$ cat src/hdl/pe_config.svh
// Sizes of one processing element; PE_NUM_OUT must equal
// PE_NUM_SECT * PE_SECT_SIZE - PE_TAPS + 1
`ifndef PE_CONFIG_SVH
`define PE_CONFIG_SVH

// Operand and result widths, all signed
`define PE_IFDATA_W     8
`define PE_WDATA_W      8
`define PE_PROD_W       16
// Partial sums wrap modulo 2**PE_PSUM_W
`define PE_PSUM_W       20

// Filter geometry
`define PE_TAPS         3
`define PE_NUM_FILTERS  4

// Input row split into packets, one packet per section
`define PE_SECT_SIZE    4
`define PE_NUM_SECT     3
`define PE_NUM_OUT      10

`endif

$ cat src/hdl/pe_pkg.sv
// Types shared by the processing element and its testbench
`default_nettype none

package pe_pkg;

    `include "pe_config.svh"

    // Operating stage driven by the array controller
    typedef enum logic [1:0] {
        STAGE_IDLE,
        STAGE_LOAD_FILTER,
        STAGE_CONV
    } op_stage_e;

    // Plain two's-complement data
    typedef logic signed [`PE_IFDATA_W-1:0] ifdata_t;
    typedef logic signed [`PE_WDATA_W-1:0]  weight_t;
    typedef logic signed [`PE_PROD_W-1:0]   prod_t;
    typedef logic signed [`PE_PSUM_W-1:0]   psum_t;

    // Indices into the filter rows
    typedef logic [1:0] filter_idx_t;
    typedef logic [1:0] tap_idx_t;

    // One input packet, element 0 is the lowest sample
    typedef ifdata_t [`PE_SECT_SIZE-1:0] ifmap_pkt_t;

endpackage

`default_nettype wire

$ cat src/hdl/mac_if.sv
// One issued MAC operation; operands are valid in the issue cycle only
`timescale 1ns/1ns
`default_nettype none

interface mac_if import pe_pkg::*; ();

    // Strobe, one operation per cycle at most
    logic        issue;
    // Operands, read combinationally from the scratchpads
    ifdata_t     ifdata;
    weight_t     weight;
    // Tags that ride along the pipeline
    filter_idx_t filter;
    logic        last_tap;

    // Controller side
    // Operand data is driven by the scratchpad outputs in the top level
    modport master (
        output issue,
        output filter,
        output last_tap
    );

    // Pipeline side
    modport slave (
        input issue,
        input ifdata,
        input weight,
        input filter,
        input last_tap
    );

endinterface

`default_nettype wire

$ cat src/hdl/pe_ctrl.sv
// Issue order is filter fastest, then tap, then position; stride 1
// slots_empty comes from the output buffer for done detection
`timescale 1ns/1ns
`default_nettype none
`include "pe_config.svh"

module pe_ctrl import pe_pkg::*; (
    input  logic        clk,
    input  logic        rst_n,
    input  op_stage_e   stage,
    input  logic        conv_continue,
    input  logic        sect_data_ok,
    input  logic        slot_busy,
    input  logic        slots_empty,
    output logic [3:0]  read_addr,
    output tap_idx_t    tap_sel,
    output filter_idx_t filt_sel,
    output logic        freeze,
    mac_if.master       mac,
    output logic        conv_done
);

    localparam int ROW_LEN = `PE_NUM_SECT * `PE_SECT_SIZE;

    filter_idx_t filt_cnt;
    tap_idx_t    tap_cnt;
    logic [3:0]  pos_cnt;
    logic [3:0]  win_start;
    logic [3:0]  addr_sum;
    logic        all_issued;
    // Shadow of the three pipeline stages
    logic [2:0]  inflight;
    logic        issue;
    logic        last_filt;
    logic        last_tap;

    ////////////////////////////////////////////////////////////////////
    // Issue decision
    ////////////////////////////////////////////////////////////////////

    // Back-pressure from the output buffer stops everything
    assign freeze = slot_busy;

    // Hold off on missing data, after the last position, and on restart
    assign issue = (stage == STAGE_CONV) && !conv_continue && !all_issued
                   && sect_data_ok && !freeze;

    assign last_filt = (filt_cnt == filter_idx_t'(`PE_NUM_FILTERS - 1));
    assign last_tap  = (tap_cnt == tap_idx_t'(`PE_TAPS - 1));

    // Window start plus tap, wrapped at the row length
    assign addr_sum  = win_start + 4'(tap_cnt);
    assign read_addr = (addr_sum >= 4'(ROW_LEN)) ? addr_sum - 4'(ROW_LEN) : addr_sum;

    assign tap_sel  = tap_cnt;
    assign filt_sel = filt_cnt;

    assign mac.issue    = issue;
    assign mac.filter   = filt_cnt;
    assign mac.last_tap = last_tap;

    ////////////////////////////////////////////////////////////////////
    // Counters
    ////////////////////////////////////////////////////////////////////

    always_ff @(posedge clk) begin
        if (!rst_n || conv_continue) begin
            filt_cnt   <= '0;
            tap_cnt    <= '0;
            pos_cnt    <= '0;
            win_start  <= '0;
            all_issued <= 1'b0;
        end else if (issue) begin
            filt_cnt <= filt_cnt + 1'b1;
            if (last_filt) begin
                if (last_tap) begin
                    // Position complete, slide the window by one sample
                    tap_cnt   <= '0;
                    pos_cnt   <= pos_cnt + 1'b1;
                    win_start <= (win_start == 4'(ROW_LEN - 1)) ? '0 : win_start + 1'b1;
                    if (pos_cnt == 4'(`PE_NUM_OUT - 1))
                        all_issued <= 1'b1;
                end else begin
                    tap_cnt <= tap_cnt + 1'b1;
                end
            end
        end
    end

    // Pipeline occupancy, frozen together with the MAC stages
    always_ff @(posedge clk) begin
        if (!rst_n) begin
            inflight <= '0;
        end else if (!freeze) begin
            inflight <= {inflight[1:0], issue};
        end
    end

    // Done once everything is written back and handed downstream
    always_ff @(posedge clk) begin
        if (!rst_n || conv_continue) begin
            conv_done <= 1'b0;
        end else if (all_issued && inflight == '0 && slots_empty) begin
            conv_done <= 1'b1;
        end
    end

    // No operation slips into a frozen pipeline
    assert property (@(posedge clk) disable iff (!rst_n) !(mac.issue && freeze));

    // A finished round stays quiet until restarted
    assert property (@(posedge clk) disable iff (!rst_n) conv_done |-> !mac.issue);

endmodule

`default_nettype wire

$ cat src/hdl/filter_spad.sv
// Weights shift into a row, so tap 0 holds the most recently loaded one
`timescale 1ns/1ns
`default_nettype none
`include "pe_config.svh"

module filter_spad import pe_pkg::*; #(
    parameter logic [3:0] pe_idx = 4'd0
) (
    input  logic        clk,
    input  logic        rst_n,
    input  op_stage_e   stage,
    input  logic        filter_valid,
    input  logic [3:0]  filter_idx,
    input  filter_idx_t filter_sel,
    input  weight_t     filter_data,
    input  tap_idx_t    tap_sel,
    input  filter_idx_t filt_sel,
    output weight_t     weight
);

    // One row per filter
    weight_t rows [`PE_NUM_FILTERS][`PE_TAPS];
    logic    load;

    // Only our own weights, and only in the load stage
    assign load = filter_valid && (stage == STAGE_LOAD_FILTER) && (filter_idx == pe_idx);

    always_ff @(posedge clk) begin
        if (!rst_n) begin
            rows <= '{default: '0};
        end else if (load) begin
            // Older taps move up by one
            for (int k = `PE_TAPS - 1; k > 0; k--)
                rows[filter_sel][k] <= rows[filter_sel][k-1];
            rows[filter_sel][0] <= filter_data;
        end
    end

    assign weight = rows[filt_sel][tap_sel];

endmodule

`default_nettype wire

$ cat src/hdl/ifmap_spad.sv
// Sections are freed when the read address shows a new window start;
// a packet that finds no free section is dropped and flags error
`timescale 1ns/1ns
`default_nettype none
`include "pe_config.svh"

module ifmap_spad import pe_pkg::*; #(
    parameter logic [3:0] pe_idx = 4'd0
) (
    input  logic       clk,
    input  logic       rst_n,
    input  op_stage_e  stage,
    input  logic       conv_continue,
    input  logic       ifmap_valid,
    input  logic [3:0] ifmap_idx,
    input  ifmap_pkt_t ifmap_data,
    input  logic [3:0] read_addr,
    output ifdata_t    ifdata,
    output logic       sect_data_ok,
    output logic       full,
    output logic       error
);

    localparam int ROW_LEN = `PE_NUM_SECT * `PE_SECT_SIZE;

    ifdata_t                  ram [ROW_LEN];
    logic [`PE_NUM_SECT-1:0]  sect_valid;
    logic [`PE_NUM_SECT-1:0]  valid_after_free;
    logic [`PE_NUM_SECT-1:0]  free_mask;
    logic [1:0]               wr_sect;
    logic [1:0]               rd_sect;
    logic [3:0]               prev_addr;
    logic                     accept;
    logic                     write;

    // Packet addressed to this element during convolution
    assign accept = ifmap_valid && (stage == STAGE_CONV) && (ifmap_idx == pe_idx);

    assign rd_sect = 2'(read_addr / `PE_SECT_SIZE);

    ////////////////////////////////////////////////////////////////////
    // Section release
    ////////////////////////////////////////////////////////////////////

    // Read address stepping back by one onto a section boundary means
    // the window start entered that section, so the one before is done
    always_comb begin
        free_mask = '0;
        if ((read_addr % `PE_SECT_SIZE) == 0 && prev_addr == read_addr + 4'd1) begin
            if (rd_sect == 2'd0)
                free_mask[`PE_NUM_SECT-1] = 1'b1;
            else
                free_mask[rd_sect-1'b1] = 1'b1;
        end
    end

    assign valid_after_free = sect_valid & ~free_mask;

    // Rotation target must be free, else the packet is lost
    assign write = accept && !valid_after_free[wr_sect];
    assign error = accept && valid_after_free[wr_sect];

    always_ff @(posedge clk) begin
        if (!rst_n || conv_continue) begin
            sect_valid <= '0;
            wr_sect    <= '0;
        end else begin
            sect_valid <= valid_after_free;
            if (write) begin
                sect_valid[wr_sect] <= 1'b1;
                wr_sect <= (wr_sect == 2'(`PE_NUM_SECT - 1)) ? 2'd0 : wr_sect + 1'b1;
            end
        end
    end

    always_ff @(posedge clk) begin
        if (!rst_n) begin
            prev_addr <= '0;
        end else begin
            prev_addr <= read_addr;
        end
    end

    // Sample storage
    always_ff @(posedge clk) begin
        if (write) begin
            for (int i = 0; i < `PE_SECT_SIZE; i++)
                ram[int'(wr_sect) * `PE_SECT_SIZE + i] <= ifmap_data[i];
        end
    end

    assign ifdata       = ram[read_addr];
    assign sect_data_ok = sect_valid[rd_sect];
    assign full         = &sect_valid;

    // Rotation and release order keep the write target the oldest section
    assert property (@(posedge clk) disable iff (!rst_n) error |-> full);

endmodule

`default_nettype wire

$ cat src/hdl/mac_pipe.sv
// Three stages: operands, product, sum; all stages hold under freeze
`timescale 1ns/1ns
`default_nettype none
`include "pe_config.svh"

module mac_pipe import pe_pkg::*; (
    input  logic        clk,
    input  logic        rst_n,
    input  logic        freeze,
    mac_if.slave        mac,
    output logic        result_valid,
    output filter_idx_t result_filter,
    output psum_t       result_data,
    output logic        wb_last
);

    // Operand stage
    logic        op_valid;
    filter_idx_t op_filter;
    logic        op_last;
    ifdata_t     op_a;
    weight_t     op_b;
    // Product stage
    logic        mul_valid;
    filter_idx_t mul_filter;
    logic        mul_last;
    prod_t       mul_prod;
    // Running sum per filter
    psum_t       run_sum [`PE_NUM_FILTERS];
    psum_t       sum_next;

    // Tags and valids
    always_ff @(posedge clk) begin
        if (!rst_n) begin
            op_valid     <= 1'b0;
            mul_valid    <= 1'b0;
            result_valid <= 1'b0;
        end else if (!freeze) begin
            op_valid     <= mac.issue;
            mul_valid    <= op_valid;
            result_valid <= mul_valid;
        end
    end

    // Payload moves with the valids
    always_ff @(posedge clk) begin
        if (!freeze) begin
            op_a          <= mac.ifdata;
            op_b          <= mac.weight;
            op_filter     <= mac.filter;
            op_last       <= mac.last_tap;
            mul_prod      <= op_a * op_b;
            mul_filter    <= op_filter;
            mul_last      <= op_last;
            result_data   <= sum_next;
            result_filter <= mul_filter;
            wb_last       <= mul_last;
        end
    end

    // Sign-extended product onto the filter's running sum
    assign sum_next = run_sum[mul_filter] + psum_t'(mul_prod);

    // Last tap restarts the sum for the next position
    always_ff @(posedge clk) begin
        if (!rst_n) begin
            run_sum <= '{default: '0};
        end else if (!freeze && mul_valid) begin
            run_sum[mul_filter] <= mul_last ? '0 : sum_next;
        end
    end

endmodule

`default_nettype wire

$ cat src/hdl/psum_out_buf.sv
// One slot per filter; a slot frees only when its partial sum is
// accepted, and a new finished result waits on a busy slot
`timescale 1ns/1ns
`default_nettype none
`include "pe_config.svh"

module psum_out_buf import pe_pkg::*; (
    input  logic        clk,
    input  logic        rst_n,
    input  logic        result_valid,
    input  filter_idx_t result_filter,
    input  psum_t       result_data,
    input  logic        wb_last,
    output logic        slot_busy,
    output logic        slots_empty,
    input  logic        psum_in_valid,
    input  filter_idx_t psum_in_filter,
    input  psum_t       psum_in_data,
    output logic        psum_in_ack,
    output logic        psum_out_valid,
    output filter_idx_t psum_out_filter,
    output psum_t       psum_out_data,
    input  logic        psum_out_ack
);

    psum_t                      slot [`PE_NUM_FILTERS];
    logic [`PE_NUM_FILTERS-1:0] ready;
    logic [`PE_NUM_FILTERS-1:0] ready_freed;
    logic                       out_free;
    logic                       finish;

    // Output register empty now or emptied this cycle
    assign out_free = !psum_out_valid || psum_out_ack;

    // Accept upstream only with a finished local sum to add
    assign psum_in_ack = psum_in_valid && out_free && ready[psum_in_filter];

    // Slot released by this cycle's acceptance can be refilled at once
    always_comb begin
        ready_freed = ready;
        if (psum_in_ack)
            ready_freed[psum_in_filter] = 1'b0;
    end

    assign finish      = result_valid && wb_last;
    assign slot_busy   = finish && ready_freed[result_filter];
    assign slots_empty = (ready == '0);

    always_ff @(posedge clk) begin
        if (!rst_n) begin
            ready <= '0;
        end else begin
            ready <= ready_freed;
            if (finish && !slot_busy)
                ready[result_filter] <= 1'b1;
        end
    end

    always_ff @(posedge clk) begin
        if (finish && !slot_busy)
            slot[result_filter] <= result_data;
    end

    ////////////////////////////////////////////////////////////////////
    // Vertical accumulation and output register
    ////////////////////////////////////////////////////////////////////

    always_ff @(posedge clk) begin
        if (!rst_n) begin
            psum_out_valid <= 1'b0;
        end else if (psum_in_ack) begin
            psum_out_valid <= 1'b1;
        end else if (psum_out_ack) begin
            psum_out_valid <= 1'b0;
        end
    end

    // Sum wraps at the partial-sum width
    always_ff @(posedge clk) begin
        if (psum_in_ack) begin
            psum_out_data   <= slot[psum_in_filter] + psum_in_data;
            psum_out_filter <= psum_in_filter;
        end
    end

    // Held data stays put until the consumer takes it
    assert property (@(posedge clk) disable iff (!rst_n)
        psum_out_valid && !psum_out_ack |=> $stable(psum_out_data));

endmodule

`default_nettype wire

$ cat src/hdl/pe_top.sv
// Processing element top; pe_idx selects both the weights and the
// ifmap packets this element takes
`timescale 1ns/1ns
`default_nettype none

module pe_top import pe_pkg::*; #(
    parameter logic [3:0] pe_idx = 4'd0
) (
    input  logic        clk,
    input  logic        rst_n,
    input  op_stage_e   stage,
    // Filter load
    input  logic        filter_valid,
    input  filter_idx_t filter_sel,
    input  logic [3:0]  filter_idx,
    input  weight_t     filter_data,
    // Input row packets
    input  logic        ifmap_valid,
    input  logic [3:0]  ifmap_idx,
    input  ifmap_pkt_t  ifmap_data,
    // Partial sums from the neighbour
    input  logic        psum_in_valid,
    input  filter_idx_t psum_in_filter,
    input  psum_t       psum_in_data,
    output logic        psum_in_ack,
    // Partial sums passed on
    output logic        psum_out_valid,
    output filter_idx_t psum_out_filter,
    output psum_t       psum_out_data,
    input  logic        psum_out_ack,
    // Round control and status
    input  logic        conv_continue,
    output logic        conv_done,
    output logic        full,
    output logic        error
);

    logic [3:0]  read_addr;
    logic        sect_data_ok;
    tap_idx_t    tap_sel;
    filter_idx_t filt_sel;
    logic        freeze;
    logic        slot_busy;
    logic        slots_empty;
    logic        result_valid;
    filter_idx_t result_filter;
    psum_t       result_data;
    logic        wb_last;

    mac_if mac_bus ();

    pe_ctrl u_ctrl (
        .clk           (clk),
        .rst_n         (rst_n),
        .stage         (stage),
        .conv_continue (conv_continue),
        .sect_data_ok  (sect_data_ok),
        .slot_busy     (slot_busy),
        .slots_empty   (slots_empty),
        .read_addr     (read_addr),
        .tap_sel       (tap_sel),
        .filt_sel      (filt_sel),
        .freeze        (freeze),
        .mac           (mac_bus.master),
        .conv_done     (conv_done)
    );

    // Weight operand goes straight onto the MAC bus
    filter_spad #(.pe_idx(pe_idx)) u_filt (
        .clk          (clk),
        .rst_n        (rst_n),
        .stage        (stage),
        .filter_valid (filter_valid),
        .filter_idx   (filter_idx),
        .filter_sel   (filter_sel),
        .filter_data  (filter_data),
        .tap_sel      (tap_sel),
        .filt_sel     (filt_sel),
        .weight       (mac_bus.weight)
    );

    // Input operand likewise
    ifmap_spad #(.pe_idx(pe_idx)) u_ifmap (
        .clk           (clk),
        .rst_n         (rst_n),
        .stage         (stage),
        .conv_continue (conv_continue),
        .ifmap_valid   (ifmap_valid),
        .ifmap_idx     (ifmap_idx),
        .ifmap_data    (ifmap_data),
        .read_addr     (read_addr),
        .ifdata        (mac_bus.ifdata),
        .sect_data_ok  (sect_data_ok),
        .full          (full),
        .error         (error)
    );

    mac_pipe u_mac (
        .clk           (clk),
        .rst_n         (rst_n),
        .freeze        (freeze),
        .mac           (mac_bus.slave),
        .result_valid  (result_valid),
        .result_filter (result_filter),
        .result_data   (result_data),
        .wb_last       (wb_last)
    );

    psum_out_buf u_obuf (
        .clk             (clk),
        .rst_n           (rst_n),
        .result_valid    (result_valid),
        .result_filter   (result_filter),
        .result_data     (result_data),
        .wb_last         (wb_last),
        .slot_busy       (slot_busy),
        .slots_empty     (slots_empty),
        .psum_in_valid   (psum_in_valid),
        .psum_in_filter  (psum_in_filter),
        .psum_in_data    (psum_in_data),
        .psum_in_ack     (psum_in_ack),
        .psum_out_valid  (psum_out_valid),
        .psum_out_filter (psum_out_filter),
        .psum_out_data   (psum_out_data),
        .psum_out_ack    (psum_out_ack)
    );

endmodule

`default_nettype wire

$ cat config.mk
export PLATFORM = sky130hd
export DESIGN_NAME = pe_top
export DESIGN_NICKNAME = d
export VERILOG_FILES = /design/src/hdl/pe_pkg.sv /design/src/hdl/mac_if.sv /design/src/hdl/pe_ctrl.sv /design/src/hdl/filter_spad.sv /design/src/hdl/ifmap_spad.sv /design/src/hdl/mac_pipe.sv /design/src/hdl/psum_out_buf.sv /design/src/hdl/pe_top.sv
export VERILOG_INCLUDE_DIRS = /design/src /design/src/hdl
export SDC_FILE = /design/constraint.sdc
export NUM_CORES = 1
export LEC_CHECK = 0
export BUFFER_PORTS_ARGS = -buffer_cell sky130_fd_sc_hd__buf_4
export CORE_UTILIZATION = 30
export DETAILED_ROUTE_END_ITERATION = 7
export GPL_TIMING_DRIVEN = 1
export PLACE_DENSITY = 0.44
export SLEW_MARGIN = 20
export SYNTH_ARGS = -nofsm -noshare
export SYNTH_HDL_FRONTEND = slang
export SYNTH_SLANG_ARGS = --single-unit
$ cat constraint.sdc
create_clock -name clk -period 13.3 [get_ports clk]
set_input_delay 1.995 -clock clk [delete_from_list [all_inputs] [get_ports clk]]
set_output_delay 1.995 -clock clk [all_outputs]
set_load 0.03 [all_outputs]
Word-level counts from Yosys, hierarchy flattened
Memories as Yosys holds them, arrays and structs flattened. A register that Yosys moved wholly into a read port is not among the register bits. Index checks and enable logic that the tools add are counted.

Word-level logic and storage cells: 195. Register bits: 285. ROM bits: 0. Bits in latches: 0. Memories: 2. Input port bits: 81. Output and inout bits: 27. RAM bits: 176.

Memories: u_ifmap.ram (words 12, bits a word 8, rd ports 1, clocked after Yosys merged registers in 1, wr ports 4, line ifmap_spad.sv:26) `ifdata_t ram [ROW_LEN];`; u_obuf.slot (words 4, bits a word 20, rd ports 1, clocked after Yosys merged registers in 0, wr ports 1, line psum_out_buf.sv:26) `` psum_t slot [`PE_NUM_FILTERS]; ``.

Reduce and logical (&&, ||, !) cells: 45. Mux-type cells: 57. $lt $le $gt $ge: 16. $add $sub $neg: 14. Multiply operators: 1. Equal/unequal tests: 8. Div/mod/pow operators: 0. Shift operators: 0. Bitwise logic cells: 10.

Operator list (count): bitwise mux 96 bit (3); demux 24 bit (select 2 bit) (3); 2-to-1 mux 24 bit (5); binary-select mux 24 bit (select 2 bit) (2); bitwise mux 80 bit (1); 2-to-1 mux 20 bit (4); binary-select mux 20 bit (select 2 bit) (1); demux 20 bit (select 2 bit) (1); logical NOT 32 bit (1); logical AND 1 bit (25); 2-to-1 mux 8 bit (3); adder 20 x 16 -> 20 bit (1); adder 20 bit (1); adder 4 x 1 -> 4 bit, second input constant (4); binary-select mux 8 bit (select 2 bit) (1); multiplier 8 x 8 -> 16 bit (1); 2-to-1 mux 16 bit (1); 2-to-1 mux 4 bit (4); less-than comparator 2 x 3 -> 1 bit, second input constant (5); 2-to-1 mux 1 bit (15); >= comparator 3 bit, second input constant (4); logical NOT 4 bit (3); inverter 2 -> 3 bit (4); adder 4 x 2 -> 4 bit, second input constant (2); other kinds (29) (56).

Logic depth before layout (Yosys ltp)
Depth in word-level cells: 18. Mapped depth: 16. Mapped depth without buffers: 16.

By module
From an unflattened synthesis, not the netlist that was laid out.

Cell total of the unflattened synthesis: 1913. Area, all modules: 23465.0 um^2.

Modules (own cells, without submodules): mac_pipe (cells each 865, sequential area each 3493.4 um^2, times used 1, area an instance 9069.9 um^2); psum_out_buf (cells each 305, sequential area each 3163.0 um^2, times used 1, area an instance 4863.4 um^2); filter_spad (cells each 402, sequential area each 1921.8 um^2, times used 1, area an instance 4320.4 um^2); ifmap_spad (cells each 231, sequential area each 3062.9 um^2, times used 1, area an instance 4227.8 um^2); pe_ctrl (cells each 110, sequential area each 340.3 um^2, times used 1, area an instance 983.4 um^2).

Least setup slack after synthesis
OpenSTA, ideal clock, no wires.

Path kind: input -> register. Start point: in stage[0]. End point: mem u_ifmap.ram[10][0] in the netlist's numbering, enable pin. Path buffers: 1. Cell stages on the path: 5. Path slack: 7686 ps. Data required time: 12832 ps. Data arrival time: 5146 ps. Setup time: 468 ps. Path through: nor4b_1 -> and3_1 -> clkbuf_1 -> nand3_1 -> nor3b_1.

RTL lines: start, declared (line pe_top.sv:11) `input op_stage_e stage,`; end, declared (line ifmap_spad.sv:26).

Worst setup path in the final report
Start point: reg u_ctrl.tap_cnt[0] (netlist: u_ctrl.tap_sel[0]). End point: out error.

Cells in the longest elaborated chain, start to end: 15. Elaborated cells on any way between the ends: 23.

RTL lines: start, declared (line pe_ctrl.sv:26) `tap_idx_t tap_cnt;`; start signal, assigned (line pe_ctrl.sv:84) `tap_cnt <= tap_cnt + 1'b1;`; adder 4 x 2 -> 4 bit (*) (line pe_ctrl.sv:52) `assign addr_sum = win_start + 4'(tap_cnt);`; subtractor 4 bit or >= comparator 4 bit (tied branches) (line pe_ctrl.sv:53) `assign read_addr = (addr_sum >= 4'(ROW_LEN)) ? addr_sum - 4'(ROW_LEN) : addr_sum;`; 2-to-1 mux 4 bit (*) (line pe_ctrl.sv:53); net read_addr[2] (line pe_top.sv:38) `logic [3:0] read_addr;`; subtractor 2 x 1 -> 2 bit (line ifmap_spad.sv:53) `free_mask[rd_sect-1'b1] = 1'b1;`; less-than comparator 2 x 3 -> 1 bit (implied by the code) or >= comparator 2 x 1 -> 1 bit (tied branches) (line ifmap_spad.sv:53); logical AND 1 bit (implied by the code) (line ifmap_spad.sv:53); 2-to-1 mux 1 bit (implied by the code) (line ifmap_spad.sv:53); demux 1 bit (select 2 bit); 2-to-1 mux 2 bit or 2-to-1 mux 1 bit (tied branches) (line ifmap_spad.sv:50) `if (rd_sect == 2'd0)`; 2-to-1 mux 3 bit (*) (line ifmap_spad.sv:49) `` if ((read_addr % `PE_SECT_SIZE) == 0 && prev_addr == read_addr + 4'd1) begin ``; inverter 3 bit (*) (line ifmap_spad.sv:57) `assign valid_after_free = sect_valid & ~free_mask;`; AND 3 bit (*) (line ifmap_spad.sv:57); binary-select mux 1 bit (select 2 bit) (*) (line ifmap_spad.sv:61) `assign error = accept && valid_after_free[wr_sect];`; 2-to-1 mux 1 bit (implied by the code) (*) (line ifmap_spad.sv:61); logical AND 1 bit (*) (line ifmap_spad.sv:61); end, declared (line pe_top.sv:35) `output logic error`.

The timed path passes the listed nets; every way through them passes the cells marked *. The select of a mux whose other input is x is not followed.

==> flow_metrics.py <==
metrics = {
    "status": {
        "status": "finished, final reports clean",
    },
    "worst_setup_path": {
        "path_max_fanout": 13,
        "cp.required_ns": 11.31,
        "startpoint_type": "flip-flop",
        "end_kind": "output port",
        "cp_data_arrival_time_ns": 4.20,
        "regToRegSetupSlack_ns": 8.35,
        "critPathKind": "reg -> out",
        "ff2ff_path_depth": 16,
        "r2r-end": "u_mac.mul_prod[15]$_DFFE_PN_",
        "startpoint": "u_ctrl.tap_sel[0]$_SDFFE_PP0P_",
        "r2r_start": "u_mac.op_b[1]$_DFFE_PN_",
    },
    "logic_synthesis": {
        "synth_area_per_cell_sq_um": 11.95,
        "syn_inst": 1973,
        "synth_most_common_cell": "nand2_1",
        "synth_area_sq_mm": 0.02357,
        "yosysTopAreaCell": "edfxtp_1",
        "async_flop_share": 0,
        "synth_top_area_frac": 0.3300,
        "synth_commonest_cells": "nand2_1, edfxtp_1, dfxtp_1",
        "ys.flop_type": "edfxtp_1",
        "synthesis.nets": 2190,
        "synth_edf_count": 259,
        "synth.area.top_cells": "edfxtp_1, dfxtp_1, mux4_2, fa_1, nand2_1",
        "ys_types": 74,
        "synth_warnings": 0,
        "synth_seq_cells": 466,
        "ys_seq_area_frac": 0.5058,
    },
    "clock_tree": {
        "cts_buffer_depth": 3,
        "cts_hold_buf": 0,
        "cts_tree": "done",
        "clock-sinks": 466,
        "clock_latency_ns": 0.60,
        "postCtsSetupBuffers": 0,
        "root_buffer": "clkbuf_16",
        "clk_transition_reported_paths_ns": 0.06,
        "htreeDepth": 2,
        "post_cts.resized_instances": 0,
        "numCtsBuffers": 54,
    },
    "floorplan": {
        "dieWidth_microns": 282.3,
        "rows": 102,
        "ioPinCount": 108,
        "core_sq_mm": 0.07759,
        "design.die.area_sq_mm": 0.07969,
        "die_h_microns": 282.3,
        "start_util": 0.3037,
    },
    "global_routing": {
        "antenna_found_initial": 1,
        "grt_usage": 0.1439,
        "grt_pass1_wl_microns": 89340,
        "grt_max_degree": 97,
        "first_global_vias": 15601,
        "grt_overflow": 0,
    },
    "drt": {
        "num_vias": 15098,
        "wl_microns": 56920,
        "first_iter_violations": 789,
        "routed_via_density": 4.804,
        "final_antenna_net_count": 0,
        "first_pass_iters": 5,
        "avgRoutedWirePerCell_microns": 18.11,
        "post-route-drc-count": 0,
    },
    "timing": {
        "fin_crit_ns": 6.191,
        "setup_viol": 0,
        "period_share": 0.4655,
        "worstMarginPinSlew_ns": 1.006,
        "clock.fmax_mhz": 161.5,
        "final.setup_skew_ns": 0.02045,
        "finalHoldViolations": 0,
        "relSlewSlack": 0.3274,
        "slew_viol_final": 0,
        "setup_tns_ns": 0,
        "rsz0062_at_grt": "false",
    },
    "power": {
        "leakage_nw": 9.765,
        "p_switching_uw": 653.6,
        "pwr_density_cell_mw_per_mm2": 112.6,
        "p_int_mw": 2.420,
        "p_seq_frac": 0.493,
        "p_comb_frac": 0.028,
        "max-vdd-ir-drop_uv": 93.23,
        "switching_share": 0.2126,
        "clkPwrFrac": 0.479,
    },
    "hold_path": {
        "hold_class": "reg -> reg",
        "holdPathStages": 0,
        "whs_endpoint": "u_mac.mul_filter[0]$_DFFE_PN_",
        "min-delay-start": "u_mac.op_filter[0]$_DFFE_PN_",
    },
    "final_layout": {
        "design_area_sq_mm": 0.02730,
        "antenna_cells": 0,
        "fillers": 7718,
        "nets": 2275,
        "final-seq-area_sq_mm": 0.01192,
        "drive_gt1_frac": 0.1688,
        "syn2layout_area_growth_pct": 15.84,
        "multiInputGateArea_sq_mm": 0.01091,
    },
    "placed_design": {
        "gp_congestion": 0.7713,
        "placed_cell_area_sq_mm": 0.02553,
        "dp_hpwl_microns": 38320,
        "portBuffers": 107,
    },
    "job": {
        "max_cap_violations": 0,
    },
}
-- flip-flops by register name, indices dropped and copies added, names as in the netlist, 3 cells and up --
signal / cells
u_ctrl.win_start: 4
u_obuf.psum_out_data: 20
u_ifmap.sect_valid: 3
u_mac.op_b: 8
u_mac.op_a: 8
u_ctrl.pos_cnt: 4
u_ifmap.prev_addr: 4
u_mac.result_data: 20
u_obuf.slot: 80
u_ifmap.ram: 96
u_mac.run_sum: 80
u_mac.mul_prod: 16
u_obuf.ready: 4
u_filt.rows: 96
-- critical path, cell delays in order (launching register included) --
cell and delay, ns:
dfxtp_1 0.78, ha_2 0.33, a21o_1 0.11, nand2_1 0.06
xnor2_1 0.15, inv_1 0.08, ha_1 0.66, nand3_1 0.18
xnor2_1 0.30, nand4b_1 0.17, a32oi_1 0.40, a21boi_0 0.18
buf_4 0.20
-- cell families after synthesis --
family,synth area share
compound gates,0.1002
buf+inv,0.03477
mux,0.1225
flops,0.5058
simple gates,0.1257
fa+ha+maj,0.09067
xor+xnor,0.02044
-- cells in the final DEF (no fill, tap or decap), types with 10 or more instances in the layout --
cell type  count
nor2b_1       48
edfxtp_1     259
nor2_1        48
nand2b_1      13
fa_1          58
or3_1         15
o311ai_1      18
nand2_1      305
dfxtp_1      205
nor3_1        14
nand3b_1      11
o21ai_1       18
clkbuf_1      13
o21a_1        10
a21oi_1       37
a211oi_1      12
a21o_1        15
nand4_1       16
xnor2_1       47
mux2i_1       51
a21boi_1      38
ha_1          77
o21ai_0       40
mux4_2       105
nand3_1       48
buf_4        134
and3_1        11
a21boi_0      86
and2_1        45
inv_1        104
clkbuf_16     55
-- worst max path at each step --
| stage | to | slack (ns) | depth (start not counted) |
|---|---|---|---|
| after global routing | error | 6.72 | 12 |
| after CTS | error | 7.01 | 12 |
| after global placement | psum_in_ack | 7.66 | 5 |
| after detailed placement | u_obuf.psum_out_data[18]$_DFFE_PP_ | 7.63 | 11 |
| final | error | 7.11 | 12 |
| after floorplan | u_ifmap.ram[10][0]$_DFFE_PP_ | 7.69 | 5 |
-- per-stage QoR --
step	utilization	hold WS [ns]	instances	total power [mW]	worst slack (ns)
global route	0.3519	0.4352	3143	3.187	6.720
floorplan	-	0.4003	1973	1.594	7.686
global placement	0.3290	0.4012	3042	1.631	7.662
detailed placement	0.3290	0.4164	3042	1.632	7.626
finish	0.3519	0.4187	3143	3.074	7.109
CTS	0.3518	0.4129	3143	3.123	7.008
-- routing by layer --
metal / GRT usage / vias up / share of wire
met2: 0.2491 / 241 / 0.49
met4: 0.03631 / 0 / 0.018
met1: 0.1874 / 7440 / 0.45
met5: 0 / - / 0
li1: - / 7340 / -
met3: 0.02114 / 77 / 0.034
-- power groups by stage --
stage                     Combinational, mW  Clock [mW]  Sequential (mW)
after floorplan                      0.0493           0             1.54
after global placement               0.0862           0             1.55
after detailed placement             0.0871           0             1.55
after CTS                            0.0875        1.52             1.51
after global routing                 0.0943        1.58             1.51
final                                0.0858        1.47             1.51
-- final cells by class --
class / count / area share
sequential: 466 / 0.4367
clock inverter: 28 / 0.009899
clock buffer: 73 / 0.05472
tap: 1040 / 0.04766
multi-input combinational: 1297 / 0.3997
inverter: 105 / 0.01444
timing repair buffer: 134 / 0.03685
Note: power is estimated with default switching activity, not from simulation.
